[src/design/c16_mem_pkg.sv]
// Shared widths, CPU bus addresses and encodings of the C16/Plus-4 memory map
// Slot codes also index the ROM store, so SLOT_NONE has to stay the last entry
package c16_mem_pkg;

	////////////////////////////////////////////////////////////
	// Widths and data types
	////////////////////////////////////////////////////////////

	localparam int ADDR_W     = 16;
	localparam int ROM_ADDR_W = 14;

	typedef logic [7:0]        byte_t;
	typedef logic [ADDR_W-1:0] cpu_addr_t;

	// Six 16 KB ROM slots plus the code for no ROM at all
	typedef enum logic [2:0] {
		SLOT_KERNAL,
		SLOT_BASIC,
		SLOT_FUNC_LO,
		SLOT_FUNC_HI,
		SLOT_CART_LO,
		SLOT_CART_HI,
		SLOT_NONE
	} rom_slot_e;

	typedef enum logic {
		IMG_PRG,
		IMG_ROM
	} image_kind_e;

	////////////////////////////////////////////////////////////
	// Bus addresses
	////////////////////////////////////////////////////////////

	// Plus-4 bank register window $FDD0-$FDDF
	localparam logic [ADDR_W-5:0] BANK_REG_PAGE = 12'hFDD;
	// Page $FCxx always reads the kernal
	localparam logic [7:0]        KERNAL_PAGE   = 8'hFC;
	localparam byte_t             OPEN_BUS      = 8'hFF;

	// BASIC end pointers written after a PRG, low byte at even entries
	localparam int        PATCH_COUNT = 8;
	localparam cpu_addr_t PATCH_ADDR [PATCH_COUNT] = '{
		16'h002D, 16'h002E,
		16'h002F, 16'h0030,
		16'h0031, 16'h0032,
		16'h009D, 16'h009E
	};

endpackage

[src/design/cpu_read_mux.sv]
`timescale 1ns/100ps
// The source is registered on the same edge that the memories read on
// RAM takes priority when its select overlaps a ROM window
module cpu_read_mux (
	input  logic                   clk_sys,
	input  logic                   reset,
	input  logic                   cs_ram_n_i,
	input  c16_mem_pkg::rom_slot_e rom_slot_i,
	input  c16_mem_pkg::byte_t     ram_data_i,
	input  c16_mem_pkg::byte_t     rom_data_i,
	output c16_mem_pkg::byte_t     cpu_din_o
);

	logic ram_sel_q;
	logic rom_sel_q;

	always_ff @(posedge clk_sys) begin
		if (reset) begin
			ram_sel_q <= 1'b0;
			rom_sel_q <= 1'b0;
		end else begin
			ram_sel_q <= !cs_ram_n_i;
			rom_sel_q <= cs_ram_n_i && (rom_slot_i != c16_mem_pkg::SLOT_NONE);
		end
	end

	// Nothing selected leaves the bus floating high
	always_comb begin
		if (ram_sel_q)
			cpu_din_o = ram_data_i;
		else if (rom_sel_q)
			cpu_din_o = rom_data_i;
		else
			cpu_din_o = c16_mem_pkg::OPEN_BUS;
	end

endmodule

[config.mk]
export PLATFORM = sky130hd
export DESIGN_NAME = cpu_read_mux
export DESIGN_NICKNAME = d
export VERILOG_FILES = /design/src/design/c16_mem_pkg.sv /design/src/design/cpu_read_mux.sv
export SDC_FILE = /design/constraint.sdc
export NUM_CORES = 1
export LEC_CHECK = 0
export BUFFER_PORTS_ARGS = -buffer_cell sky130_fd_sc_hd__clkbuf_2
export CAP_MARGIN = 20
export CORE_AREA = 2 2 39 41
export CTS_BUF_LIST = sky130_fd_sc_hd__clkbuf_4
export CTS_CLUSTER_DIAMETER = 150
export CTS_CLUSTER_SIZE = 24
export DETAILED_ROUTE_END_ITERATION = 8
export DIE_AREA = 0 0 41 43
export PLACE_DENSITY = 0.64
export SETUP_SLACK_MARGIN = 0.02
export SYNTH_ARGS = -nofsm -noshare
export SYNTH_HDL_FRONTEND = slang
export SYNTH_SLANG_ARGS = --single-unit
[constraint.sdc]
create_clock -name clk_sys -period 0.8 [get_ports clk_sys]
set_clock_uncertainty 0.2 [all_clocks]
set_input_delay 0.04 -clock clk_sys [delete_from_list [all_inputs] [get_ports clk_sys]]
set_output_delay 0.04 -clock clk_sys [all_outputs]
set_load 0.02 [all_outputs]
Yosys cells after proc, flatten, opt, wreduce, memory -nomap -nowiden
Cells that the tools add are included.

cells by class
  equality and inequality tests = 1
  multiplexer cells = 2
  reduce and logical (&&, ||, !) cells = 2

operators by type and width
  cell                count
  $mux 8              2
  $ne 3x3->1 const B  1
  $logic_and 1x1->1   1
  $logic_not 1->1     1

word-level totals
  register bits = 2
  input bits = 22
  output and inout bits = 8

Longest topological paths before layout
Gate-level depths: netlist (run 1).

  word-level depth = 2
  mapped depth = 3

Least setup slack after synthesis (run 1)
Ideal clock, no wire load.

  path type = reg-to-output
  from = reg ram_sel_q
  to = out cpu_din_o[0]
  data arrival time = 0.749 ns
  slack = -0.189 ns
  stages on the path, launching flop included = 3
  path buffers = 0
  cells stage by stage = dfxtp_1 nand2b_4 a2bb2oi_2

on the way
  word-level cells in the longest chain between the ends = 1

ends and longest elaborated chain
  item                    line                source
  from (decl)             cpu_read_mux.sv:14  logic ram_sel_q;
  from (signal assigned)  cpu_read_mux.sv:22  ram_sel_q <= !cs_ram_n_i;
  $mux 8                  cpu_read_mux.sv:29  if (ram_sel_q)
  to (decl)               cpu_read_mux.sv:11  output c16_mem_pkg::byte_t cpu_din_o

Every way passes these cells.

Worst setup path after layout (run 1)
  from = reg ram_sel_q
  to = out cpu_din_o[6]

Same word-level chain as after synthesis.

==> results of run 1 <==
-- metal layers --
metal,wire length [um],vias to the layer above
li1,-,154
met5,0,-
met2,359,16
met3,72,0
met4,0,0
met1,197,124
-- power breakdown --
| group | internal (W) | switching, W | leakage (nW) |
|---|---|---|---|
| logic | 0.000156 | 0.000106 | 0.257 |
| clock network | 0.000166 | 0.0000610 | 0.0138 |
| registers | 0.000105 | 0.00000711 | 0.0172 |
-- logic make-up after synthesis --
logic type | count (synthesis) | synth area share
buffers and inverters | 11 | 0.197
DFF | 2 | 0.162
AOI/OAI and AO/OA | 9 | 0.470
and+or+nand+nor | 4 | 0.172
-- flip-flops by register name, indices dropped and copies added (netlist names) --
signal     cells
rom_sel_q      1
ram_sel_q      1
-- through the flow --
step           TNS [ns]  power [W]
6_report          -4.12   0.000601
5_1_grt           -4.56   0.000653
4_1_cts           -4.28   0.000618
3_5_place_dp      -2.42   0.000343
3_3_place_gp      -2.29   0.000341
2_1_floorplan     -1.39   0.000244
-- cells in the final DEF (no fill, tap or decap) --
| master | count |
|---|---|
| dfxtp_1 | 1 |
| nand2b_4 | 1 |
| clkbuf_8 | 5 |
| clkbuf_2 | 22 |
| a2bb2oi_2 | 5 |
| buf_4 | 3 |
| clkbuf_4 | 3 |
| buf_12 | 1 |
| dfxtp_4 | 1 |
| buf_8 | 1 |
| nor3b_2 | 2 |
| a311oi_1 | 1 |
| a21oi_2 | 2 |
| nor2_1 | 1 |
| a2bb2oi_4 | 1 |
| inv_1 | 10 |
-- repair_timing --
action                                 CTS  global route
setup endpoints to repair                8             8
resized for setup                       13             3
endpoints found under the hold margin    2             2
pin swaps                                0             2
cloned                                   0             0
-- layout make-up --
type                    instances  area [sq um]
clock buffers                   3          22.5
inverters                      10          37.5
multi-input cells              13           170
flip-flops and latches          2          43.8
well taps                      16          20.0
fillers                       154           853
repair buffers                 32           236
-- final timing paths --
| path | from | endpoint | slack (ns) |
|---|---|---|---|
| min | reset | ram_sel_q | -0.23 |
| max | ram_sel_q | cpu_din_o[6] | -0.53 |
-- worst max-delay path, cell delays in order, from the launching register on --
cell	delay (ns)
dfxtp_4	0.36
nand2b_4	0.19
a2bb2oi_2	0.16
clkbuf_8	0.16
==> flow_summary.ini, run 1 <==
[hold_path]
hold_depth = 2
hp-class = primary input to register

[routing]
via_per_inst = 3.87
routed_wl_um = 629
drc = 0
route.vias.total = 294
wl_per_cell_um = 8.28
drt-initial-drc-count = 0
drtAntennaViolNets = 0
firstDrtPassIters = 1

[timing]
max_freq_ghz = 0.753
finalHoldViolations = 2
fin_ws_ns = -0.529
finalSetupViolCount = 8
tightest_slew_ns = 0.189
drv_slew = 0
max-slew-margin-rel = 0.873
fin_crit_sh = 1.66
grt_setup_unrepaired = true
finalCriticalPeriod_ns = 1.33
hold_ws_ns = -0.226

[setup_path]
critPathLaunchType = register
crit_arrival_ns = 1.09
crit_type = register to output pin
cp_max_fo = 6
cp-end-kind = output pin
cp_data_required_time_ns = 0.56

[grt]
grtUsageMet2 = 0.138
grtUsageTotal = 0.0870
grtUsageMet1 = 0.0762
antenna_found_initial = 0
gr-usage-met3 = 0.0524
busiest_layer = met2
grt_pass1_vias = 273
grt_overflow_total = 0
grt_pass1_wl_mm = 1.00
grt_max_degree = 7

[synth]
yosysSeqAreaShare = 0.162
synthTopCellsByCount = inv_1 (10), a2bb2oi_2 (6), a21oi_2 (2), dfxtp_1 (2), nor3b_2 (2)
synth_top_cell_area_share = 0.364
yosysMostFrequentCell = inv_1
synth_ff_type = dfxtp_1
ys_ff_latch = 2
synth_cell_type_count = 9
synthArstFlopShare = 0
synth_area_leaders = a2bb2oi_2 (36%), dfxtp_1 (16%), inv_1 (15%), nor3b_2 (10%), a21oi_2 (7.1%)
synth_area_leader_cell = a2bb2oi_2
synth_nets = 48
synth_enable_flop_cells = 0
yosysWarnings = 0
syn_avg_cell_area_sq_um = 9.53
synthCells = 26
synth_area_sq_um = 248

[floorplan]
fp.dieH_um = 43
initial_core_util = 0.179
ios = 30
dieWidth_um = 41
coreArea_sq_um = 1380
dieArea_sq_um = 1760
num_rows = 14

[clock_network]
cts_made_buffers = 3
post_cts_buffers = 0
cts.sinks = 2
cts_tree = built
cts_buffer_depth = 2
cts_root_buffer = clkbuf_4
htree_levels = 1
clkTransAtPathRegs_ns = 0.03

[power]
power_density_nw_per_um2 = 1130
ir_worst_vdd_mv = 0.471
power.leakage_nw = 0.288

[final_layout]
final_cells = 76
n_antenna_cell = 0
final_util = 0.383
drive_gt1_frac = 0.783
area_growth_pct = 114
fin_nets = 84
fin_area_sq_um = 531

[place]
numPortBuffers = 29
dp_hpwl_um = 547
place.gp.congestion = 0.614
place_ws_ns = -0.324
dp_cells = 73
placed_cell_area_sq_um = 449

[outcome]
status = finished, violations left
failed_checks = hold timing, setup timing

[job]
max-cap-violations = 0
No activity file was read; power rests on OpenSTA's default activity.
==> inputs of run 2 (changes only) <==
Settings changed: MAX_ROUTING_LAYER set to met4, PLACE_DENSITY 0.64 to 0.62, SETUP_SLACK_MARGIN 0.02 to 0.3.
Clock period 0.8 ns to 1.6 ns, I/O delays scaled along.
==> run 2 against run 1 <==
Compared with the run above: the run now ends clean; via count is 6.8% higher; die area unchanged; combinational power fell by 49%; global-route usage up 1.6 points; non-clock buffer count rose by 4; largest power group unchanged.
==> flow_summary.ini, run 2 (synthesized netlist as in run 1, its figures left out) <==
[outcome]
status = complete, no violations

[power]
ir_worst_vdd_mv = 0.342
p_total_w = 0.000303
power_density_nw_per_um2 = 542
power.leakage_nw = 0.299

[floorplan]
dieWidth_um = 41
coreArea_sq_um = 1380
fp.dieH_um = 43
initial_core_util = 0.179
num_rows = 14
ios = 30
dieArea_sq_um = 1760

[clock_network]
cts_root_buffer = clkbuf_4
cts_buffer_depth = 2
cts_made_buffers = 3
htree_levels = 1
clkTransAtPathRegs_ns = 0.03
cts_tree = built
cts.sinks = 2

[place]
placed_cell_area_sq_um = 409
dp_cells = 71
place.gp.congestion = 0.625
numPortBuffers = 29
dp_hpwl_um = 553
place_ws_ns = 0.296

[grt]
grt_pass1_wl_mm = 1.19
grt_overflow_total = 0
antenna_found_initial = 0
grt_max_degree = 7
grtUsageTotal = 0.103
grt_pass1_vias = 363

[job]
max-cap-violations = 0

[timing]
finalHoldViolations = 0
drv_slew = 0
fin_crit_sh = 0.842
fin_ws_ns = 0.252
max-slew-margin-rel = 0.868
finalCriticalPeriod_ns = 1.35
max_freq_ghz = 0.742
fin_setup_tns_ns = 0
grt_setup_unrepaired = true
finalSetupViolCount = 0
tightest_slew_ns = 0.196

[final_layout]
multi_input_area_sq_um = 165
seqCellArea_sq_um = 43.8
final_common_cell = clkbuf_2
area_growth_pct = 125
fin_nets = 88
fin_area_sq_um = 558
n_antenna_cell = 0
drive_gt1_frac = 0.719
reg_top3 = ram_sel_q (1), rom_sel_q (1)
fillCellCount = 139
layout_common_cells = clkbuf_2 (22), inv_1 (10), a2bb2oi_2 (6), clkbuf_8 (6), dlygate4sd3_1 (5)
final_cells = 80

[hold_path]
hp-class = primary input to output pin

[setup_path]
cp-end-kind = output pin
cp_data_required_time_ns = 1.32
crit_type = register to output pin
critPathLaunchType = register
cp_max_fo = 4
crit_arrival_ns = 1.07

[routing]
firstDrtPassIters = 1
routed_wl_um = 723
drtAntennaViolNets = 0
wl_per_cell_um = 9.04
via_per_inst = 3.93
drc = 0
drt-initial-drc-count = 0
route.vias.total = 314
run 2: final timing paths:
path	end	slack, ns	startpoint	cells past startpoint
worst min-delay path	cpu_din_o[1]	0.29	ram_data_i[1]	4
worst max-delay path	cpu_din_o[4]	0.25	ram_sel_q	4
run 2: area by class of cell:
cell class,instances,share of cell area
inverters,10,0.0673
repair buffers,36,0.482
flip-flops and latches,2,0.0785
clock buffers,3,0.0404
multi-input cells,13,0.296
well taps,16,0.0359
run 2: what timing repair did:
item,in CTS,in global routing
endpoints found under the setup margin,8,8
hold buffers,5,0
gates resized for setup,14,4
hold endpoints to repair,2,0
setup buffers,1,0
pin swaps,1,2
run 2: worst max-delay path, cell delays in order, from the launching register on:
cell	delay, ns
dfxtp_4	0.34
buf_6	0.13
nor3b_4	0.18
a21oi_2	0.04
buf_4	0.15
run 2: layer usage:
metal | global-route usage | vias to the layer above | share of wire
met5 | - | - | 0
met4 | 0.0800 | 0 | 0
met3 | 0.0209 | 0 | 0.089
met2 | 0.184 | 17 | 0.63
met1 | 0.0825 | 135 | 0.29
li1 | - | 162 | -
run 2: where the power goes:
group          internal, W  total [W]  switching [W]
Clock            0.0000830   0.000114      0.0000308
Sequential       0.0000524  0.0000554     0.00000298
Combinational    0.0000796   0.000133      0.0000539
run 2: stage by stage:
step           hold slack (ns)   util
3_3_place_gp            0.0539  0.296
5_1_grt                  0.296  0.403
3_5_place_dp            0.0568  0.296
2_1_floorplan          -0.0533      -
4_1_cts                  0.287  0.394
6_report                 0.286  0.403
