--- config.mk ---
export PLATFORM = sky130hd
export DESIGN_NAME = prg_loader
export DESIGN_NICKNAME = d
export VERILOG_FILES = /design/src/design/c16_mem_pkg.sv /design/src/design/prg_loader.sv
export SDC_FILE = /design/constraint.sdc
export NUM_CORES = 1
export LEC_CHECK = 0
export ABC_CLOCK_PERIOD_IN_PS = 3140
export BUFFER_PORTS_ARGS = -buffer_cell sky130_fd_sc_hd__buf_2
export CAP_MARGIN = 20
export CORE_MARGIN = 5
export CORE_UTILIZATION = 50
export DETAILED_ROUTE_END_ITERATION = 8
export MAX_ROUTING_LAYER = met4
export PLACE_DENSITY = 0.76
export SLEW_MARGIN = 5
export SYNTH_ARGS = -nofsm -noshare
export SYNTH_HDL_FRONTEND = slang
export SYNTH_SLANG_ARGS = --single-unit
--- constraint.sdc ---
create_clock -name clk_sys -period 3.14 [get_ports clk_sys]
set_input_delay 0.471 -clock clk_sys [delete_from_list [all_inputs] [get_ports clk_sys]]
set_output_delay 0.471 -clock clk_sys [all_outputs]
set_load 0.05 [all_outputs]
--- src/design/c16_mem_pkg.sv ---
// Shared widths, CPU bus addresses and encodings of the C16/Plus-4 memory map
// Slot codes also index the ROM store, so SLOT_NONE has to stay the last entry
package c16_mem_pkg;

	////////////////////////////////////////////////////////////
	// Widths and data types
	////////////////////////////////////////////////////////////

	localparam int ADDR_W     = 16;
	localparam int ROM_ADDR_W = 14;

	typedef logic [7:0]        byte_t;
	typedef logic [ADDR_W-1:0] cpu_addr_t;

	// Six 16 KB ROM slots plus the code for no ROM at all
	typedef enum logic [2:0] {
		SLOT_KERNAL,
		SLOT_BASIC,
		SLOT_FUNC_LO,
		SLOT_FUNC_HI,
		SLOT_CART_LO,
		SLOT_CART_HI,
		SLOT_NONE
	} rom_slot_e;

	typedef enum logic {
		IMG_PRG,
		IMG_ROM
	} image_kind_e;

	////////////////////////////////////////////////////////////
	// Bus addresses
	////////////////////////////////////////////////////////////

	// Plus-4 bank register window $FDD0-$FDDF
	localparam logic [ADDR_W-5:0] BANK_REG_PAGE = 12'hFDD;
	// Page $FCxx always reads the kernal
	localparam logic [7:0]        KERNAL_PAGE   = 8'hFC;
	localparam byte_t             OPEN_BUS      = 8'hFF;

	// BASIC end pointers written after a PRG, low byte at even entries
	localparam int        PATCH_COUNT = 8;
	localparam cpu_addr_t PATCH_ADDR [PATCH_COUNT] = '{
		16'h002D, 16'h002E,
		16'h002F, 16'h0030,
		16'h0031, 16'h0032,
		16'h009D, 16'h009E
	};

endpackage

--- src/design/prg_loader.sv ---
`timescale 1ns/100ps
// Images arrive one byte per handshake, dl_last_i marks the final byte of each image
// A PRG must start with its two-byte load address; ROM images over 16 KB wrap
module prg_loader (
	input  logic                                 clk_sys,
	input  logic                                 reset,
	input  logic                                 dl_valid_i,
	output logic                                 dl_ready_o,
	input  c16_mem_pkg::byte_t                   dl_data_i,
	input  logic                                 dl_last_i,
	input  c16_mem_pkg::image_kind_e             dl_kind_i,
	input  c16_mem_pkg::rom_slot_e               dl_slot_i,
	output logic                                 ram_we_o,
	output c16_mem_pkg::cpu_addr_t               ram_addr_o,
	output c16_mem_pkg::byte_t                   ram_data_o,
	output logic                                 rom_we_o,
	output c16_mem_pkg::rom_slot_e               rom_slot_o,
	output logic [c16_mem_pkg::ROM_ADDR_W-1:0]   rom_offset_o,
	output c16_mem_pkg::byte_t                   rom_data_o,
	output logic                                 cart_lo_o,
	output logic                                 cart_hi_o
);

	logic                                        take;
	logic                                        take_prg;
	logic                                        take_rom;
	logic                                        prg_data;
	logic [1:0]                                  hdr_cnt;
	logic [c16_mem_pkg::ROM_ADDR_W-1:0]          rom_off;
	logic                                        patch_active;
	logic [$clog2(c16_mem_pkg::PATCH_COUNT)-1:0] patch_idx;
	c16_mem_pkg::cpu_addr_t                      load_addr;

	assign take     = dl_valid_i && dl_ready_o;
	assign take_prg = take && (dl_kind_i == c16_mem_pkg::IMG_PRG);
	assign take_rom = take && (dl_kind_i == c16_mem_pkg::IMG_ROM);
	// Bytes after the two header bytes go to RAM
	assign prg_data = take_prg && (hdr_cnt == 2'd2);

	////////////////////////////////////////////////////////////
	// Control: counters, patch sequence, ready, cartridge flags
	////////////////////////////////////////////////////////////

	always_ff @(posedge clk_sys) begin
		if (reset) begin
			dl_ready_o   <= 1'b0;
			ram_we_o     <= 1'b0;
			rom_we_o     <= 1'b0;
			hdr_cnt      <= 2'd0;
			rom_off      <= '0;
			patch_active <= 1'b0;
			patch_idx    <= '0;
			cart_lo_o    <= 1'b0;
			cart_hi_o    <= 1'b0;
		end else begin
			ram_we_o <= prg_data || patch_active;
			rom_we_o <= take_rom;

			// Counters restart with every new image
			if (take && dl_last_i) begin
				hdr_cnt <= 2'd0;
				rom_off <= '0;
			end else begin
				if (take_prg && hdr_cnt != 2'd2)
					hdr_cnt <= hdr_cnt + 1'b1;
				if (take_rom)
					rom_off <= rom_off + 1'b1;
			end

			if (take_rom && dl_slot_i == c16_mem_pkg::SLOT_CART_LO)
				cart_lo_o <= 1'b1;
			if (take_rom && dl_slot_i == c16_mem_pkg::SLOT_CART_HI)
				cart_hi_o <= 1'b1;

			// Ready stays low for one cycle per pointer write
			if (patch_active) begin
				if (int'(patch_idx) == c16_mem_pkg::PATCH_COUNT - 1) begin
					patch_active <= 1'b0;
					dl_ready_o   <= 1'b1;
				end else begin
					patch_idx <= patch_idx + 1'b1;
				end
			end else if (take_prg && dl_last_i) begin
				patch_active <= 1'b1;
				patch_idx    <= '0;
				dl_ready_o   <= 1'b0;
			end else begin
				dl_ready_o <= 1'b1;
			end
		end
	end

	////////////////////////////////////////////////////////////
	// Datapath: load address and write payloads
	////////////////////////////////////////////////////////////

	always_ff @(posedge clk_sys) begin
		if (take_prg) begin
			if (hdr_cnt == 2'd0) begin
				load_addr[7:0] <= dl_data_i;
			end else if (hdr_cnt == 2'd1) begin
				load_addr[15:8] <= dl_data_i;
			end else begin
				ram_addr_o <= load_addr;
				ram_data_o <= dl_data_i;
				load_addr  <= load_addr + 1'b1;
			end
		end else if (take_rom) begin
			rom_slot_o   <= dl_slot_i;
			rom_offset_o <= rom_off;
			rom_data_o   <= dl_data_i;
		end else if (patch_active) begin
			// load_addr now holds the end address of the program
			ram_addr_o <= c16_mem_pkg::PATCH_ADDR[patch_idx];
			ram_data_o <= patch_idx[0] ? load_addr[15:8] : load_addr[7:0];
		end
	end

endmodule

After elaboration in Yosys (flattened, before gate mapping)
Memory sizes are Yosys's and may differ from the RTL's.
Index checks and enable logic that the tools add are counted.
Widths: inputs -> output; s select.
{ "word_totals": {"rom_bits": 128, "input_bits": 16, "mem_count": 1, "ff_bits": 90, "wordCells": 82} }
{ "op_classes": {"mux": 25, "add_sub_neg": 4, "n_lt_le_gt_ge": 1, "n_eq_ne": 12, "bitwise": 4, "reduce_logical": 19} }
{ "memory_table": {"columns": ["memory", "depth", "word_bits", "read_ports", "rd_clocked_by_memory_dff", "wr", "line_no", "text"], "rows": [
  ["(no name shown)", 8, 16, 1, 0, 0, "prg_loader.sv:114", "ram_addr_o <= c16_mem_pkg::PATCH_ADDR[patch_idx];"]
]} }
{ "ops": {"columns": ["operator", "count"], "rows": [
  ["$mux 16", 7],
  ["$mux 8", 9],
  ["$add 16x1->16 const B", 1],
  ["$add 14x1->14 const B", 1],
  ["$ne 2x2->1 const B", 6],
  ["$logic_and 1x1->1", 9],
  ["$mux 3", 3],
  ["$reduce_and 2->1", 4],
  ["$eq 3x3->1 const B", 2],
  ["$mux 1", 6],
  ["$ge 4x4->1 const B", 1],
  ["$not 3->4", 1],
  ["$reduce_and 4->1", 1],
  ["$reduce_bool 2->1", 2],
  ["$add 3x1->3 const B", 1],
  ["$eq 3x1->1 const B", 1],
  ["$not 1->1", 3],
  ["$add 2x1->2 const B", 1],
  ["$eq 2x1->1 const B", 1],
  ["$eq 2x2->1 const B", 1],
  ["$logic_not 2->1", 1],
  ["$ne 2x1->1 const B", 1],
  ["$reduce_or 2->1", 1],
  ["$logic_or 1x1->1", 1]
]} }

Logic depth before layout (Yosys ltp)
{ "depth": {"word_depth": 7, "ltp_mapped": 6} }

Least setup slack after synthesis
No wires, ideal clock.
{ "synth_path": {"kind": "register to register", "startpoint": "reg dl_ready_o", "endpoint": "reg ram_addr_o[0] (enable)", "path_buffers": 2, "setup_time_ns": 0.442, "stages_incl_launch_ff": 5, "arrival_ns": 3.099, "required_time_ns": 2.698, "path_slack_ns": -0.401, "path_cell_list": "dfxtp_1 > buf_2 > nand3b_1 > clkbuf_1 > o31ai_1"} }
{ "synth_via": {"elab_chain_len": 4, "elab_cells_between_ends": 8} }
{ "synth_rtl": {"columns": ["item", "line_no", "text"], "rows": [
  ["from (decl)", "prg_loader.sv:8", "output logic dl_ready_o,"],
  ["from (signal assigned)", "prg_loader.sv:46", "dl_ready_o <= 1'b0;"],
  ["from (signal assigned)", "prg_loader.sv:79", "dl_ready_o <= 1'b1;"],
  ["from (signal assigned)", "prg_loader.sv:86", "dl_ready_o <= 1'b0;"],
  ["$logic_and 1x1->1 *", "prg_loader.sv:34", "assign take = dl_valid_i && dl_ready_o;"],
  ["$logic_and 1x1->1, on equally long branches", "prg_loader.sv:35, prg_loader.sv:36", null],
  ["$ne 2x2->1 (no line) / $reduce_bool 2->1 (equally long branches)", null, null],
  ["$reduce_and 4->1 (no line) *", null, null],
  ["to (signal assigned)", "prg_loader.sv:104", "ram_addr_o <= load_addr;"],
  ["to (signal assigned)", "prg_loader.sv:114", null],
  ["to (decl)", "prg_loader.sv:14", "output c16_mem_pkg::cpu_addr_t ram_addr_o,"]
]} }
Mark *: on every way between the ends. The rest lies on a longest branch, timed or not.
A chain may end at the register's enable or synchronous reset.

Final worst setup path
{ "layout_path": {"startpoint": "reg dl_ready_o", "endpoint": "reg load_addr[9] (enable)"} }
{ "layout_via": {"elab_chain_len": 3} }
{ "layout_rtl": {"columns": ["item", "line_no", "text"], "rows": [
  ["$logic_and 1x1->1", "prg_loader.sv:34", null],
  ["$logic_and 1x1->1", "prg_loader.sv:35", "assign take_prg = take && (dl_kind_i == c16_mem_pkg::IMG_PRG);"],
  ["$reduce_and 2->1 (no line)", null, null],
  ["to (signal assigned)", "prg_loader.sv:102", "load_addr[15:8] <= dl_data_i;"],
  ["to (signal assigned)", "prg_loader.sv:106", "load_addr <= load_addr + 1'b1;"],
  ["to (decl)", "prg_loader.sv:32", "c16_mem_pkg::cpu_addr_t load_addr;"]
]} }
No other way between the ends.

==> run metrics <==
Final Non-Filler Cells=507; Starting Density=50.8%; fill count=610; Setup Buffers After CTS=0; first-pass GRT wire length=13.1 mm; Synth Warn #=0; most frequent cells in the layout=buf_2, edfxtp_1, nand2_1, nor2_1, o21ai_0; total negative slack=0 ns; Critical Path End Type=flop; routed vias/inst=5.35; part of the cycle the worst path needs=65.7%; gate count after technology mapping=333; PnR Total Power=0.00237 W; gpl congestion=0.882; WS Path Type=reg2reg; clock latency on the worst-skew pair=0.35 ns; DR iter-0 viols=244; Die Span Y=98.2 um; Final Max Tran Viols=0; Setup WS pre-CTS=0.986 ns; clock tree from TritonCTS=done; Core Region=7650 um2; CTS Root Cell=clkbuf_8; PortBufs=69; final setup fails=0; Area Growth Syn to Fin=17.2%; hold_ws=0.311 ns; dominant synthesized flop cell=edfxtp_1; CP max FO=13; initial antenna violation count=0; DRC viols=0; RSZ-0062 raised after global routing=false; hold buffers post-CTS=0; crit path DAT=2.04 ns; synthesized area=3890 um2; Yosys reg bits=90; Tmin final=2.06 ns; post-synthesis sequential area ratio=63.1%; CP Launch Type=flop; largest net degree at the start of global routing=34; Clock Sinks=90; # diodes=0; Fmax achieved=0.485 GHz; register clock-pin slew on the reported worst setup and hold paths=0.08 ns; fin worst setup slack=1.08 ns; Avg Cell Area, Syn=11.7 um2; Total GRT Usage=17.6%; total placed cells including tap cells=491; Worst Tran Pin Value=0.671 ns; Hold WC Path Type=in2reg; clock buffer depth=2; status=finished clean; die width=98.2 um; # IOs=70; Slew HR=55.1%; power density cells=520 nW/um2; asr flop ratio synth=0%; number of flops mapped to enable cells by yosys=65; data required time of the worst path=3.12 ns; Std-Cell Rows=32; Syn Nets=358; Static Leak=1.67 nW; vias in the first global route=2609; Max-cap violations=0; Clock Skew=0.0134 ns; drt pass-1 iters=5; via count=2714; total clock buffers created by CTS=9; die area=9640 um2; wire length per cell after detailed routing=15.9 um; Final #Nets=425; Routed Antenna Nets=0; layout cells sized above 1=24.2%; Yosys cell types=40; commonest non-fill, non-tap cell in the layout=buf_2; total gr overflow=0; Max IR drop VDD=0.000327 V; dpl hpwl=5.59 mm; hold violation count in the final report=0; Total Wirelength=8.07 mm; post-CTS sizing=0; number of H-tree levels=3
==> sequential cells by signal (all words and copies together) (netlist names) <==
| register | flops |
|---|---|
| patch_idx | 3 |
| ram_addr_o | 16 |
| rom_data_o | 8 |
| ram_we_o | 1 |
| cart_lo_o | 1 |
| dl_ready_o | 1 |
| hdr_cnt | 2 |
| rom_we_o | 1 |
| ram_data_o | 8 |
| rom_off | 14 |
| rom_offset_o | 14 |
| load_addr | 16 |
| cart_hi_o | 1 |
| patch_active | 1 |
| rom_slot_o | 3 |
==> Yosys cell counts, drive strengths merged, types with 4 or more instances <==
cell,count,share of area [%]
and2,8,1.3
clkbuf,11,1.1
xor2,10,2.3
mux2i,11,2.8
nor2,31,3.0
ha,9,2.9
nand2,36,3.5
dfxtp,25,13
buf,4,0.45
xnor2,10,2.3
a21oi,15,1.9
nand3,9,1.2
nand4,7,1.5
o21ai,27,3.5
or3,4,0.68
nor4,5,0.80
nor3,5,0.64
edfxtp,65,50
inv,11,1.1
==> critical path, cell delays in order, from the launching register on <==
cell and delay (ns):
dfxtp_1 0.53, nand3b_1 0.47, nor2_1 0.69
==> metal layers <==
metal | global-route usage (%) | part of all wire, % | vias to the layer above | wire, um
li1 | - | - | 1332 | -
met1 | 22.8 | 43 | 1281 | 3490
met2 | 27.4 | 49 | 91 | 3930
met3 | 5.00 | 6.7 | 10 | 538
met4 | 4.83 | 1.3 | 0 | 108
met5 | - | 0 | - | 0
==> kinds of logic after synthesis <==
kind of cell,after synthesis,synth area share [%]
AND/OR/NAND/NOR,119,15.3
adder cells (fa/ha/maj),9,2.90
AO/OA/AOI/OAI,55,7.98
flip-flops,90,63.1
XOR/XNOR,20,4.51
multiplexers,14,3.70
buffers and inverters,26,2.57
==> layout make-up <==
| type | count | area [um2] | area share [%] |
|---|---|---|---|
| Clock buffer | 13 | 181 | 3.98 |
| Clock inverter | 3 | 43.8 | 0.961 |
| Inverter | 11 | 41.3 | 0.906 |
| Multi-Input combinational cell | 217 | 1350 | 29.6 |
| Sequential cell | 90 | 2450 | 53.8 |
| Tap cell | 102 | 128 | 2.80 |
| Timing Repair Buffer | 71 | 360 | 7.91 |
==> stage by stage <==
step,utilization [%],area [um2]
3_5_place_dp,56.6,4330
3_3_place_gp,56.6,4330
6_report,59.6,4560
2_1_floorplan,-,3890
5_1_grt,59.6,4560
4_1_cts,59.6,4560
==> where the power goes <==
part	switching [W]	internal [W]	total, W
registers	0.0000198	0.00130	0.00132
logic	0.000143	0.0000490	0.000192
clock network	0.000390	0.000467	0.000857
==> path summary, 6_finish.rpt <==
path                start                to  slack, ns  cells past startpoint
max            dl_ready_o      load_addr[9]       1.08                      2
min          dl_slot_i[2]     rom_slot_o[2]       0.31                      1
max reg2reg    dl_ready_o      load_addr[9]       1.08                      2
min reg2reg   rom_off[13]  rom_offset_o[13]       0.47                      0
(Power assumes the default switching activity.)
