==> src/design/c16_mem_pkg.sv <==
// Shared widths, CPU bus addresses and encodings of the C16/Plus-4 memory map
// Slot codes also index the ROM store, so SLOT_NONE has to stay the last entry
package c16_mem_pkg;

	////////////////////////////////////////////////////////////
	// Widths and data types
	////////////////////////////////////////////////////////////

	localparam int ADDR_W     = 16;
	localparam int ROM_ADDR_W = 14;

	typedef logic [7:0]        byte_t;
	typedef logic [ADDR_W-1:0] cpu_addr_t;

	// Six 16 KB ROM slots plus the code for no ROM at all
	typedef enum logic [2:0] {
		SLOT_KERNAL,
		SLOT_BASIC,
		SLOT_FUNC_LO,
		SLOT_FUNC_HI,
		SLOT_CART_LO,
		SLOT_CART_HI,
		SLOT_NONE
	} rom_slot_e;

	typedef enum logic {
		IMG_PRG,
		IMG_ROM
	} image_kind_e;

	////////////////////////////////////////////////////////////
	// Bus addresses
	////////////////////////////////////////////////////////////

	// Plus-4 bank register window $FDD0-$FDDF
	localparam logic [ADDR_W-5:0] BANK_REG_PAGE = 12'hFDD;
	// Page $FCxx always reads the kernal
	localparam logic [7:0]        KERNAL_PAGE   = 8'hFC;
	localparam byte_t             OPEN_BUS      = 8'hFF;

	// BASIC end pointers written after a PRG, low byte at even entries
	localparam int        PATCH_COUNT = 8;
	localparam cpu_addr_t PATCH_ADDR [PATCH_COUNT] = '{
		16'h002D, 16'h002E,
		16'h002F, 16'h0030,
		16'h0031, 16'h0032,
		16'h009D, 16'h009E
	};

endpackage

==> src/design/rom_bank_select.sv <==
`timescale 1ns/100ps
// Bank register writes count only in the Plus-4 model, which is sampled during reset
// Address and direction are taken while cs_io_n_i is low and applied on its release
module rom_bank_select (
	input  logic                    clk_sys,
	input  logic                    reset,
	input  logic                    plus4_i,
	input  c16_mem_pkg::cpu_addr_t  cpu_addr_i,
	input  logic                    cpu_rnw_i,
	input  logic                    cs0_n_i,
	input  logic                    cs1_n_i,
	input  logic                    cs_io_n_i,
	input  logic                    cart_lo_i,
	input  logic                    cart_hi_i,
	output c16_mem_pkg::rom_slot_e  rom_slot_o
);

	logic                   model_plus4;
	logic                   io_low_q;
	c16_mem_pkg::cpu_addr_t io_addr_q;
	logic                   io_rnw_q;
	logic                   bank_wr;
	logic [1:0]             bank_lo;
	logic [1:0]             bank_hi;

	// Write access to $FDDx that ends on this cycle
	assign bank_wr = model_plus4 && io_low_q && cs_io_n_i && !io_rnw_q &&
		(io_addr_q[c16_mem_pkg::ADDR_W-1:4] == c16_mem_pkg::BANK_REG_PAGE);

	always_ff @(posedge clk_sys) begin
		if (reset) begin
			model_plus4 <= plus4_i;
			io_low_q    <= 1'b0;
			bank_lo     <= 2'd0;
			bank_hi     <= 2'd0;
		end else begin
			io_low_q <= !cs_io_n_i;
			if (bank_wr) begin
				bank_lo <= io_addr_q[1:0];
				bank_hi <= io_addr_q[3:2];
			end
		end
	end

	always_ff @(posedge clk_sys) begin
		if (!cs_io_n_i) begin
			io_addr_q <= cpu_addr_i;
			io_rnw_q  <= cpu_rnw_i;
		end
	end

	////////////////////////////////////////////////////////////
	// Slot decode for the two ROM windows
	////////////////////////////////////////////////////////////

	always_comb begin
		rom_slot_o = c16_mem_pkg::SLOT_NONE;
		if (!cs0_n_i) begin
			case (bank_lo)
				2'd0: rom_slot_o = c16_mem_pkg::SLOT_BASIC;
				2'd1: if (cart_lo_i) rom_slot_o = c16_mem_pkg::SLOT_CART_LO;
				2'd2: rom_slot_o = c16_mem_pkg::SLOT_FUNC_LO;
				default: rom_slot_o = c16_mem_pkg::SLOT_NONE;
			endcase
		end else if (!cs1_n_i) begin
			if (cpu_addr_i[c16_mem_pkg::ADDR_W-1:c16_mem_pkg::ADDR_W-8] ==
				c16_mem_pkg::KERNAL_PAGE) begin
				rom_slot_o = c16_mem_pkg::SLOT_KERNAL;
			end else begin
				case (bank_hi)
					2'd0: rom_slot_o = c16_mem_pkg::SLOT_KERNAL;
					2'd1: if (cart_hi_i) rom_slot_o = c16_mem_pkg::SLOT_CART_HI;
					2'd2: rom_slot_o = c16_mem_pkg::SLOT_FUNC_HI;
					default: rom_slot_o = c16_mem_pkg::SLOT_NONE;
				endcase
			end
		end
	end

endmodule

==> config.mk <==
export PLATFORM = sky130hd
export DESIGN_NAME = rom_bank_select
export DESIGN_NICKNAME = d
export VERILOG_FILES = /design/src/design/c16_mem_pkg.sv /design/src/design/rom_bank_select.sv
export SDC_FILE = /design/constraint.sdc
export NUM_CORES = 1
export LEC_CHECK = 0
export ABC_AREA = 0
export BUFFER_PORTS_ARGS = -buffer_cell sky130_fd_sc_hd__buf_2
export CORE_ASPECT_RATIO = 0.8
export CORE_UTILIZATION = 48
export CTS_BUF_LIST = sky130_fd_sc_hd__clkbuf_16
export DETAILED_ROUTE_END_ITERATION = 10
export PLACE_DENSITY = 0.86
export REMOVE_ABC_BUFFERS = 1
export SETUP_SLACK_MARGIN = 0.5
export SYNTH_ARGS = -nofsm -noshare
export SYNTH_HDL_FRONTEND = slang
export SYNTH_SLANG_ARGS = --single-unit
export TNS_END_PERCENT = 10
==> constraint.sdc <==
create_clock -name clk_sys -period 1.4 [get_ports clk_sys]
set_input_delay 0.07 -clock clk_sys [delete_from_list [all_inputs] [get_ports clk_sys]]
set_output_delay 0.07 -clock clk_sys [all_outputs]
set_load 0.01 [all_outputs]
# Word level (Yosys, flattened, before mapping)
# Cells that the tools add are included.
dict set report word_totals {
  reg_bits 23
  inputBits 25
  out_inout_bits 3
}
dict set report op_classes {
  n_eq_ne 6
  n_mux 7
  reduce_logical 8
}
# op count
set ops {}
lappend ops {{$pmux 3 s3} 2}
lappend ops {{$eq 12x12->1 const B} 1}
lappend ops {{$mux 3} 3}
lappend ops {{$eq 8x8->1 const B} 1}
lappend ops {{$eq 2x1->1 const B} 2}
lappend ops {{$eq 2x2->1 const B} 2}
lappend ops {{$logic_and 1x1->1} 4}
lappend ops {{$logic_not 2->1} 2}
lappend ops {{$mux 2} 2}
lappend ops {{$logic_not 1->1} 2}

# Logic depth before layout (Yosys ltp)
# Gate-level depths: netlist of the first run.
dict set report logic_depth {
  depth_word 5
  mapped_depth 3
  mapped_depth_nobuf 3
}

# Worst setup path before layout of the first run
# OpenSTA, ideal clock, no wires.
dict set report synth_timing {
  kind {flip-flop to flip-flop}
  start {register io_addr_q[9]}
  end {register bank_hi[0]}
  setup_time_ns 0.072
  arrival_ns 1.125
  t_required_ns 1.328
  path_slack_ns 0.203
  stages_incl_launch_ff 4
  path_buffers 0
  path_cell_list {edfxtp_1 -> nand4b_4 -> nor4_4 -> mux2i_1}
}
dict set report synth_between {
  elab_chain_len 2
}
# element line_no
set synth_rtl {}
lappend synth_rtl {{from (decl)} rom_bank_select.sv:20} ;# c16_mem_pkg::cpu_addr_t io_addr_q;
lappend synth_rtl {{from (signal assigned)} rom_bank_select.sv:47} ;# io_addr_q <= cpu_addr_i;
lappend synth_rtl {{$eq 12x12->1} rom_bank_select.sv:28} ;# (io_addr_q[c16_mem_pkg::ADDR_W-1:4] == c16_mem_pkg::BANK_REG_PAGE);
lappend synth_rtl {{$logic_and 1x1->1} rom_bank_select.sv:27} ;# assign bank_wr = model_plus4 && io_low_q && cs_io_n_i && !io_rnw_q &&
lappend synth_rtl {{to (signal assigned)} rom_bank_select.sv:40} ;# bank_hi <= io_addr_q[3:2];
lappend synth_rtl {{to (decl)} rom_bank_select.sv:24} ;# logic [1:0] bank_hi;
# No other way between the ends.
# A chain may end at the register's enable or synchronous reset.

# Final worst setup path of the first run
dict set report layout_timing {
  start {register io_addr_q[9]}
  end {register bank_lo[0]}
}
dict set report layout_between {
  elab_chain_len 2
}
# element line_no
set layout_rtl {}
lappend layout_rtl {{$eq 12x12->1} rom_bank_select.sv:28}
lappend layout_rtl {{$logic_and 1x1->1} rom_bank_select.sv:27}
lappend layout_rtl {{to (signal assigned)} rom_bank_select.sv:39} ;# bank_lo <= io_addr_q[1:0];
lappend layout_rtl {{to (decl)} rom_bank_select.sv:23} ;# logic [1:0] bank_lo;
# No other way between the ends.

==> run metrics, run 1 <==
synth unique cells 19; synthesized netlist cell count 58; initial drt markers 12; FP Rows 13; Post-Route Utilization about three quarters; fin. max-slew vios 0; first-pass iteration count of the detailed router 4; WP data required around 1600 ps; DRT Wirelength 1774 µm; Max Cap Viol 0; Max stage delay cell, worst path edfxtp_1; share of cells above drive strength 1 37.50%; vias in the first global route 583; Antenna Violating Nets Remaining 0; die width ~51 µm; GR Overflow Total 0; clock root buffer clkbuf_16; I/O pin cnt 28; total power between 1.5 and 2 mW; most frequent cells in the layout buf_2 (27), edfxtp_1 (18), dlygate4sd3_1 (12); CP Launch Type flip-flop; clk buf depth 2; setup violators final 0; Max Fclk around 0.76 GHz; Final #Nets 130; vias per cell 5.151; CP Max Fanout 3; DRC 0; H-tree depth 1; Avg Inst Size Synth 15.73 µm²; Die Y 40.99 µm; Buf/Inv on CP 1; delay-heaviest family, CP simple AND/OR/NAND/NOR gates; Worst VDD drop 0.001288 V; Port Buf Inserts 27; sequential group share of total power 52.6%; CTS clk-pin slew, worst paths 60 ps; most common cell after layout, fill and taps aside buf_2; DIE AREA 0.002080 mm²; gpl congestion 0.6909; worst-path cell chain nand4b_4 > nor4_4 > buf_4 > mux2i_1; crit path DAT 1490 ps; worst slew pin tran 233.7 ps; Hold Slack 2.978 ps; setup slack, reg-to-reg 90 ps; clock sinks 23; largest net degree at the start of global routing 18; Pleak between 0.5 and 0.6 nW; worst setup path class flip-flop to flip-flop; global-route wire length before repair 2608 µm; Mapped Area 912.1 µm²; HP Class input port to flip-flop; clock share of power 39.7%; post-layout min period 1308 ps; hpwl dp 1189 µm; Layout Skew 5.415 ps; core area between 0.0015 and 0.002 mm²; CTS tree done; register area share after synthesis 70.23%; Synth Register Bits 23; sw power approximately 290 µW; WL/cell 14.08 µm; gr usage total 19.23%; CTS Buf Count 3; setup TNS 0 ps; Worst-Skew Late Latency roughly 260 ps; Area after DPL 0.001082 mm²; Comb power frac 7.7%; fin area 0.001315 mm²; CP Capture Type flip-flop; period utilisation layout 93.45%; RSZ-0062 raised after global routing true; Layout Area Growth over Synthesis 44.17%; Net Sw Frac 18.85%; total number of vias 649; Rel. slew slack 84.30%; initial antenna violation count 0; Max stage delay on crit path 360 ps; YS warnings 0; initial core utilization 53.41%; antenna cells 0; PD cells 1162 mW/mm²; final hold violation count 0; Cell Int Power 1.240 mW; status finished clean
per-stage QoR:
step,cells,setup slack (ps)
2_1_floorplan,58,203.4
3_3_place_gp,108,157.8
3_5_place_dp,108,90.61
4_1_cts,125,80.49
5_1_grt,126,-0.1036
6_report,126,91.70
flip-flops by register name, indices dropped and copies added (netlist names):
register,count
io_rnw_q,1
model_plus4,1
io_low_q,1
bank_lo,2
bank_hi,2
io_addr_q,16
path summary, 6_finish.rpt:
check,startpoint,to,depth (start not counted)
setup / recovery,io_addr_q[9],bank_lo[0],4
setup reg to reg,io_addr_q[9],bank_lo[0],4
hold reg to reg,bank_hi[1],bank_hi[1],2
hold / removal,cpu_addr_i[11],io_addr_q[11],1
power groups by stage:
stage	logic, mW	registers [mW]	clock network, mW
6_report	0.118	0.805	0.606
5_1_grt	0.127	0.809	0.647
4_1_cts	0.116	0.804	0.620
3_5_place_dp	0.0885	0.816	0
3_3_place_gp	0.0837	0.814	0
2_1_floorplan	0.0349	0.812	0
synthesized netlist by cell type:
master / number / area [µm²]
nand4bb_1: 2 / 22.52
edfxtp_1: 18 / 540.5
mux2i_1: 4 / 40.04
dfxtp_1: 5 / 100.1
o22ai_1: 1 / 6.260
nand4_2: 1 / 12.51
nor2b_1: 3 / 18.77
inv_1: 2 / 7.510
o21ai_0: 1 / 5.000
a211oi_1: 1 / 7.510
nand2b_1: 8 / 50.05
o32ai_1: 1 / 8.760
nand4b_4: 1 / 23.77
o21ai_1: 1 / 5.000
nor4_4: 1 / 21.27
nand4_1: 2 / 12.51
a21oi_1: 2 / 10.01
nor2_1: 3 / 11.26
and3b_1: 1 / 8.760
routing by layer:
layer	up-vias	part of all wire, %	GRT usage, %
met2	19	56	39.33
met5	-	0	0
met1	316	40	19.06
met4	0	0.62	6.250
li1	312	-	-
met3	2	3.8	6.667
timing repair:
item / CTS / global route
hold buffers: 11 / 1
pin swaps: 1 / 1
resized for setup: 1 / 1
endpoints found under the setup margin: 7 / 7
setup buffers: 2 / 0
hold endpoints to repair: 11 / 1
area by class of cell:
class / instances / area (µm²)
flip-flops and latches: 23 / 641.9
clock buffers: 3 / 75.07
inverters: 2 / 7.507
multi-input cells: 33 / 280.3
repair buffers: 42 / 277.8
fillers: 103 / 392.9
well taps: 22 / 27.53
clock inverters: 1 / 5.005
logic make-up after synthesis:
kind of cell           Yosys count  share of synthesized area (%)
AND/OR/NAND/NOR                 22                          19.89
buffers and inverters            2                         0.8234
flip-flops                      23                          70.23
multiplexers                     4                          4.390
AO/OA/AOI/OAI                    7                          4.664
No activity file was read; power rests on OpenSTA's default activity.
==> inputs of run 2 (changes only) <==
--- a/config.mk
+++ b/config.mk
@@ -11,7 +11,7 @@
 export CORE_UTILIZATION = 48
 export CTS_BUF_LIST = sky130_fd_sc_hd__clkbuf_16
 export DETAILED_ROUTE_END_ITERATION = 10
-export PLACE_DENSITY = 0.86
+export PLACE_DENSITY_LB_ADDON = 0.3
 export REMOVE_ABC_BUFFERS = 1
 export SETUP_SLACK_MARGIN = 0.5
 export SYNTH_ARGS = -nofsm -noshare
==> run metrics, run 2 (synthesis gave the netlist of run 1 again) <==
setup violators final 0 (unchanged); I/O pin cnt 28 (unchanged); HP Class input port to flip-flop (unchanged); total number of vias 635 (was 649); gr usage total 19.93% (was 19.23%); WP data required 1330 ps (was 1580 ps); largest net degree at the start of global routing 15 (was 18); DP Worst Slack 58.42 ps (was 90.61 ps); global-route wire length before repair 2532 µm (was 2608 µm); vias in the first global route 581 (was 583); final worst setup slack 151.9 ps (was 91.70 ps); final hold violation count 0 (unchanged); Final #Nets 128 (was 130); Post-Route Utilization 75.82% (was 77.00%); DRT Wirelength 1714 µm (was 1774 µm); first-pass iteration count of the detailed router 4 (unchanged); RSZ-0062 raised after global routing true (unchanged); FP Rows 13 (unchanged); DIE AREA 0.002080 mm² (unchanged); worst setup path class flip-flop to output port (was flip-flop to flip-flop); Max stage delay on crit path 380 ps (was 360 ps); initial core utilization 53.41% (unchanged); Worst-Skew Late Latency 250 ps (was 260 ps); delay-heaviest family, CP flip-flops (was simple AND/OR/NAND/NOR gates); H-tree depth 1 (unchanged); worst slew pin tran 212.1 ps (was 233.7 ps); Max stage delay cell, worst path dfxtp_1 (was edfxtp_1); Max Cap Viol 0 (unchanged); CTS clk-pin slew, worst paths 60 ps (about the same); fin. max-slew vios 0 (unchanged); WL/cell 13.82 µm (was 14.08 µm); antenna cells 0 (unchanged); CP Max Fanout 5 (was 3); Biggest register io_addr_q (unchanged); Die Y 40.99 µm (unchanged); DRC 0 (unchanged); core area 0.001708 mm² (unchanged); GR Overflow Total 0 (unchanged); CTS tree done (unchanged); initial drt markers 10 (was 12); clock root buffer clkbuf_16 (unchanged); number of flip-flops in the largest register 16 (unchanged); Rel. slew slack 85.77% (was 84.30%); Top Registers io_addr_q (16), bank_hi (2), bank_lo (2) (unchanged); status finished clean (unchanged); Antenna Violating Nets Remaining 0 (unchanged); crit path DAT 1180 ps (was 1490 ps); post-layout min period 1248 ps (was 1308 ps); Buf/Inv on CP 1 (unchanged); Layout Skew 2.769 ps (was 5.415 ps); worst-path cell chain nor2b_1 > o22ai_1 > a21oi_1 > buf_2 (was nand4b_4 > nor4_4 > buf_4 > mux2i_1); clk buf depth 2 (unchanged); Port Buf Inserts 27 (unchanged); gpl congestion 0.7859 (was 0.6909); Layout Area Growth over Synthesis 41.98% (was 44.17%); CP Capture Type output port (was flip-flop); Pleak 0.5235 nW (was 0.5323 nW); most frequent cells in the layout buf_2 (27), edfxtp_1 (18), dlygate4sd3_1 (11) (was buf_2 (27), edfxtp_1 (18), dlygate4sd3_1 (12)); most common cell after layout, fill and taps aside buf_2 (unchanged); vias per cell 5.121 (was 5.151); initial antenna violation count 0 (unchanged); die width 50.74 µm (unchanged); setup TNS 0 ps (unchanged); share of cells above drive strength 1 35.29% (was 37.50%); CP Launch Type flip-flop (unchanged); PD cells 1171 mW/mm² (was 1162 mW/mm²); period utilisation layout 89.15% (was 93.45%); Worst VDD drop 0.001248 V (was 0.001288 V); CTS Buf Count 3 (unchanged); clock sinks 23 (unchanged); Max Fclk 0.8012 GHz (was 0.7644 GHz)
[run 2: final timing paths]
path                            slack, ps  cells after the start            end          from
worst max-delay path                  150                      4  rom_slot_o[1]    bank_hi[0]
worst min-delay path                    3                      1       io_rnw_q     cpu_rnw_i
worst max register to register        150                      4     bank_hi[0]  io_addr_q[9]
worst min register to register        500                      2     bank_lo[1]    bank_lo[1]
[run 2: area by class of cell]
class	count	area (µm²)
clock inverters	1	3.754
fillers	127	412.9
multi-input cells	33	280.3
clock buffers	3	75.07
inverters	2	7.507
well taps	22	27.53
repair buffers	40	260.3
flip-flops and latches	23	640.6
[run 2: power breakdown]
part | total, mW | internal [mW] | leakage [nW] | switching, mW
clock | 0.595 | 0.381 | 0.0423 | 0.214
sequential | 0.806 | 0.786 | 0.217 | 0.0201
combinational | 0.116 | 0.0691 | 0.265 | 0.0464
[run 2: timing repair]
action / CTS / global route
gates resized for setup: 1 / 0
buffers inserted: 1 / 0
pin swaps: 1 / 1
setup endpoints to repair: 7 / 7
hold endpoints to repair: 11 / 0
hold buffers: 11 / 0
[run 2: metrics by stage]
stage	hold WS [ps]	instance area, µm²	total power [mW]	instances
after floorplan	136.7	912.1	0.8464	58
after global placement	247.7	1082	0.8990	108
after detailed placement	248.1	1082	0.9034	108
after CTS	2.231	1295	1.529	124
after global routing	0.7906	1295	1.559	124
final	2.914	1295	1.516	124
[run 2: layer usage]
metal  track usage [%]  routed length, µm  vias to the layer above
met5                 0                  0                        -
met4             14.58                 45                        0
met3             5.556                106                        5
met2             39.33                905                       22
met1             18.85                657                      298
li1                  -                  -                      310
==> inputs of run 3 (changes only) <==
--- a/config.mk
+++ b/config.mk
@@ -6,7 +6,8 @@
 export NUM_CORES = 1
 export LEC_CHECK = 0
 export ABC_AREA = 0
-export BUFFER_PORTS_ARGS = -buffer_cell sky130_fd_sc_hd__buf_2
+export ABC_CLOCK_PERIOD_IN_PS = 1400
+export BUFFER_PORTS_ARGS = -buffer_cell sky130_fd_sc_hd__buf_4
 export CORE_ASPECT_RATIO = 0.8
 export CORE_UTILIZATION = 48
 export CTS_BUF_LIST = sky130_fd_sc_hd__clkbuf_16
==> run metrics, run 3 (synthesis gave the netlist of run 1 again) <==
first-pass iteration count of the detailed router 4 (unchanged); clock sinks 23 (unchanged); DRT Wirelength 2248 µm (was 1714 µm); worst slew pin tran 276.1 ps (was 212.1 ps); setup slack, reg-to-reg 120 ps (was 150 ps); WP data required 1570 ps (was 1330 ps); CTS tree done (unchanged); Top Registers io_addr_q (16), bank_hi (2), bank_lo (2) (unchanged); clk buf depth 2 (unchanged); setup violators final 0 (unchanged); FP Rows 13 (unchanged); share of cells above drive strength 1 36.11% (was 35.29%); most common cell after layout, fill and taps aside buf_4 (was buf_2); fin. max-slew vios 0 (unchanged); worst setup path class flip-flop to flip-flop (was flip-flop to output port); RSZ-0062 raised after global routing true (unchanged); Antenna Violating Nets Remaining 0 (unchanged); largest net degree at the start of global routing 18 (was 15); Pleak 0.5761 nW (was 0.5235 nW); Max Fclk 0.7792 GHz (was 0.8012 GHz); Filler Cell Count 87 (was 127); Biggest register io_addr_q (unchanged); CP Max Fanout 4 (was 5); initial core utilization 53.41% (unchanged); clock root buffer clkbuf_16 (unchanged); Area after DPL 0.001150 mm² (was 0.001082 mm²); CP Capture Type flip-flop (was output port); CTS clk-pin slew, worst paths 60 ps (about the same); Worst-Skew Late Latency 260 ps (was 250 ps); Die Y 40.99 µm (unchanged); vias in the first global route 674 (was 581); crit path DAT 1450 ps (was 1180 ps); WL/cell 17.29 µm (was 13.82 µm); initial drt markers 13 (was 10); Port Buf Inserts 27 (unchanged); period utilisation layout 91.67% (was 89.15%); status finished clean (unchanged); post-layout min period 1283 ps (was 1248 ps); Layout Area Growth over Synthesis 57.06% (was 41.98%); vias per cell 5.154 (was 5.121); fin area 0.001433 mm² (was 0.001295 mm²); antenna cells 0 (unchanged); die width 50.74 µm (unchanged); CTS Buf Count 3 (unchanged); Rel. slew slack 81.48% (was 85.77%); Layout Skew 2.239 ps (was 2.769 ps); gr usage total 23.08% (was 19.93%); CP Launch Type flip-flop (unchanged); I/O pin cnt 28 (unchanged); setup TNS 0 ps (unchanged); final hold violation count 0 (unchanged); global-route wire length before repair 3132 µm (was 2532 µm); DRC 0 (unchanged); initial antenna violation count 0 (unchanged); GR Overflow Total 0 (unchanged); total number of vias 670 (was 635); Worst VDD drop 0.001157 V (was 0.001248 V); Final #Nets 134 (was 128); Max Cap Viol 0 (unchanged); core area 0.001708 mm² (unchanged); most frequent cells in the layout buf_4 (28), edfxtp_1 (18), dlygate4sd3_1 (17) (was buf_2 (27), edfxtp_1 (18), dlygate4sd3_1 (11)); PD cells 1094 mW/mm² (was 1171 mW/mm²); number of flip-flops in the largest register 16 (unchanged); hpwl dp 1212 µm; DIE AREA 0.002080 mm² (unchanged); H-tree depth 1 (unchanged); HP Class input port to flip-flop (unchanged); gpl congestion 0.7868 (was 0.7859)
run 3: changes by cell type in the layout (fill, tap and decap cells not counted), sizes merged:
cell	delta
dlygate4sd3	+6
run 3: power by group:
part           internal [mW]  total [mW]  leakage (nW)  switching (mW)
combinational          0.102       0.155         0.316          0.0530
clock                  0.381       0.604        0.0423           0.223
sequential             0.786       0.808         0.218          0.0226
run 3: area by class of cell:
type	instances	area (µm²)	area share (%)
Clock inverter	1	3.754	0.2620
Tap cell	22	27.53	1.921
Inverter	2	7.507	0.5240
Timing Repair Buffer	46	391.6	27.34
Clock buffer	3	75.07	5.240
Sequential cell	23	643.1	44.89
Multi-Input combinational cell	33	284.0	19.83
run 3: worst max-delay path, cell delays in order, from the launching register on:
cell and delay, ps:
edfxtp_1 360, nand4_2 130, nor4_4 300, buf_6 170, mux2i_2 220
run 3: worst paths after layout:
kind,from,end,depth (start not counted)
worst max-delay path,model_plus4,bank_hi[1],4
worst min-delay path,cpu_addr_i[13],io_addr_q[13],1
worst max register to register,model_plus4,bank_hi[1],4
worst min register to register,bank_lo[1],bank_lo[1],2
run 3: per-stage QoR:
stage	hold WS (ps)	worst slack, ps	std cells	power, mW	utilization (%)
after CTS	0.6288	170.4	129	1.555	81.90
after global placement	249.2	151.9	108	0.9209	67.33
after global routing	-0.7591	38.19	130	1.607	83.88
after detailed placement	249.2	71.73	108	0.9270	67.33
final	5.071	116.7	130	1.567	83.88
after floorplan	136.7	203.4	58	0.8464	-
run 3: per-layer routing:
layer  vias up  wire [µm]  GRT usage, %
met5         -          0             0
met4         0         42         5.556
met3         6         88         6.667
met2        19       1284         51.00
met1       324        832         21.67
li1        321          -             -
run 3: timing repair:
action / CTS / global route
resized for setup: 2 / 3
gates cloned: 0 / 0
pin swaps: 1 / 0
hold buffers: 16 / 1
hold endpoints to repair: 16 / 1
setup endpoints to repair: 7 / 7
setup buffers: 1 / 0
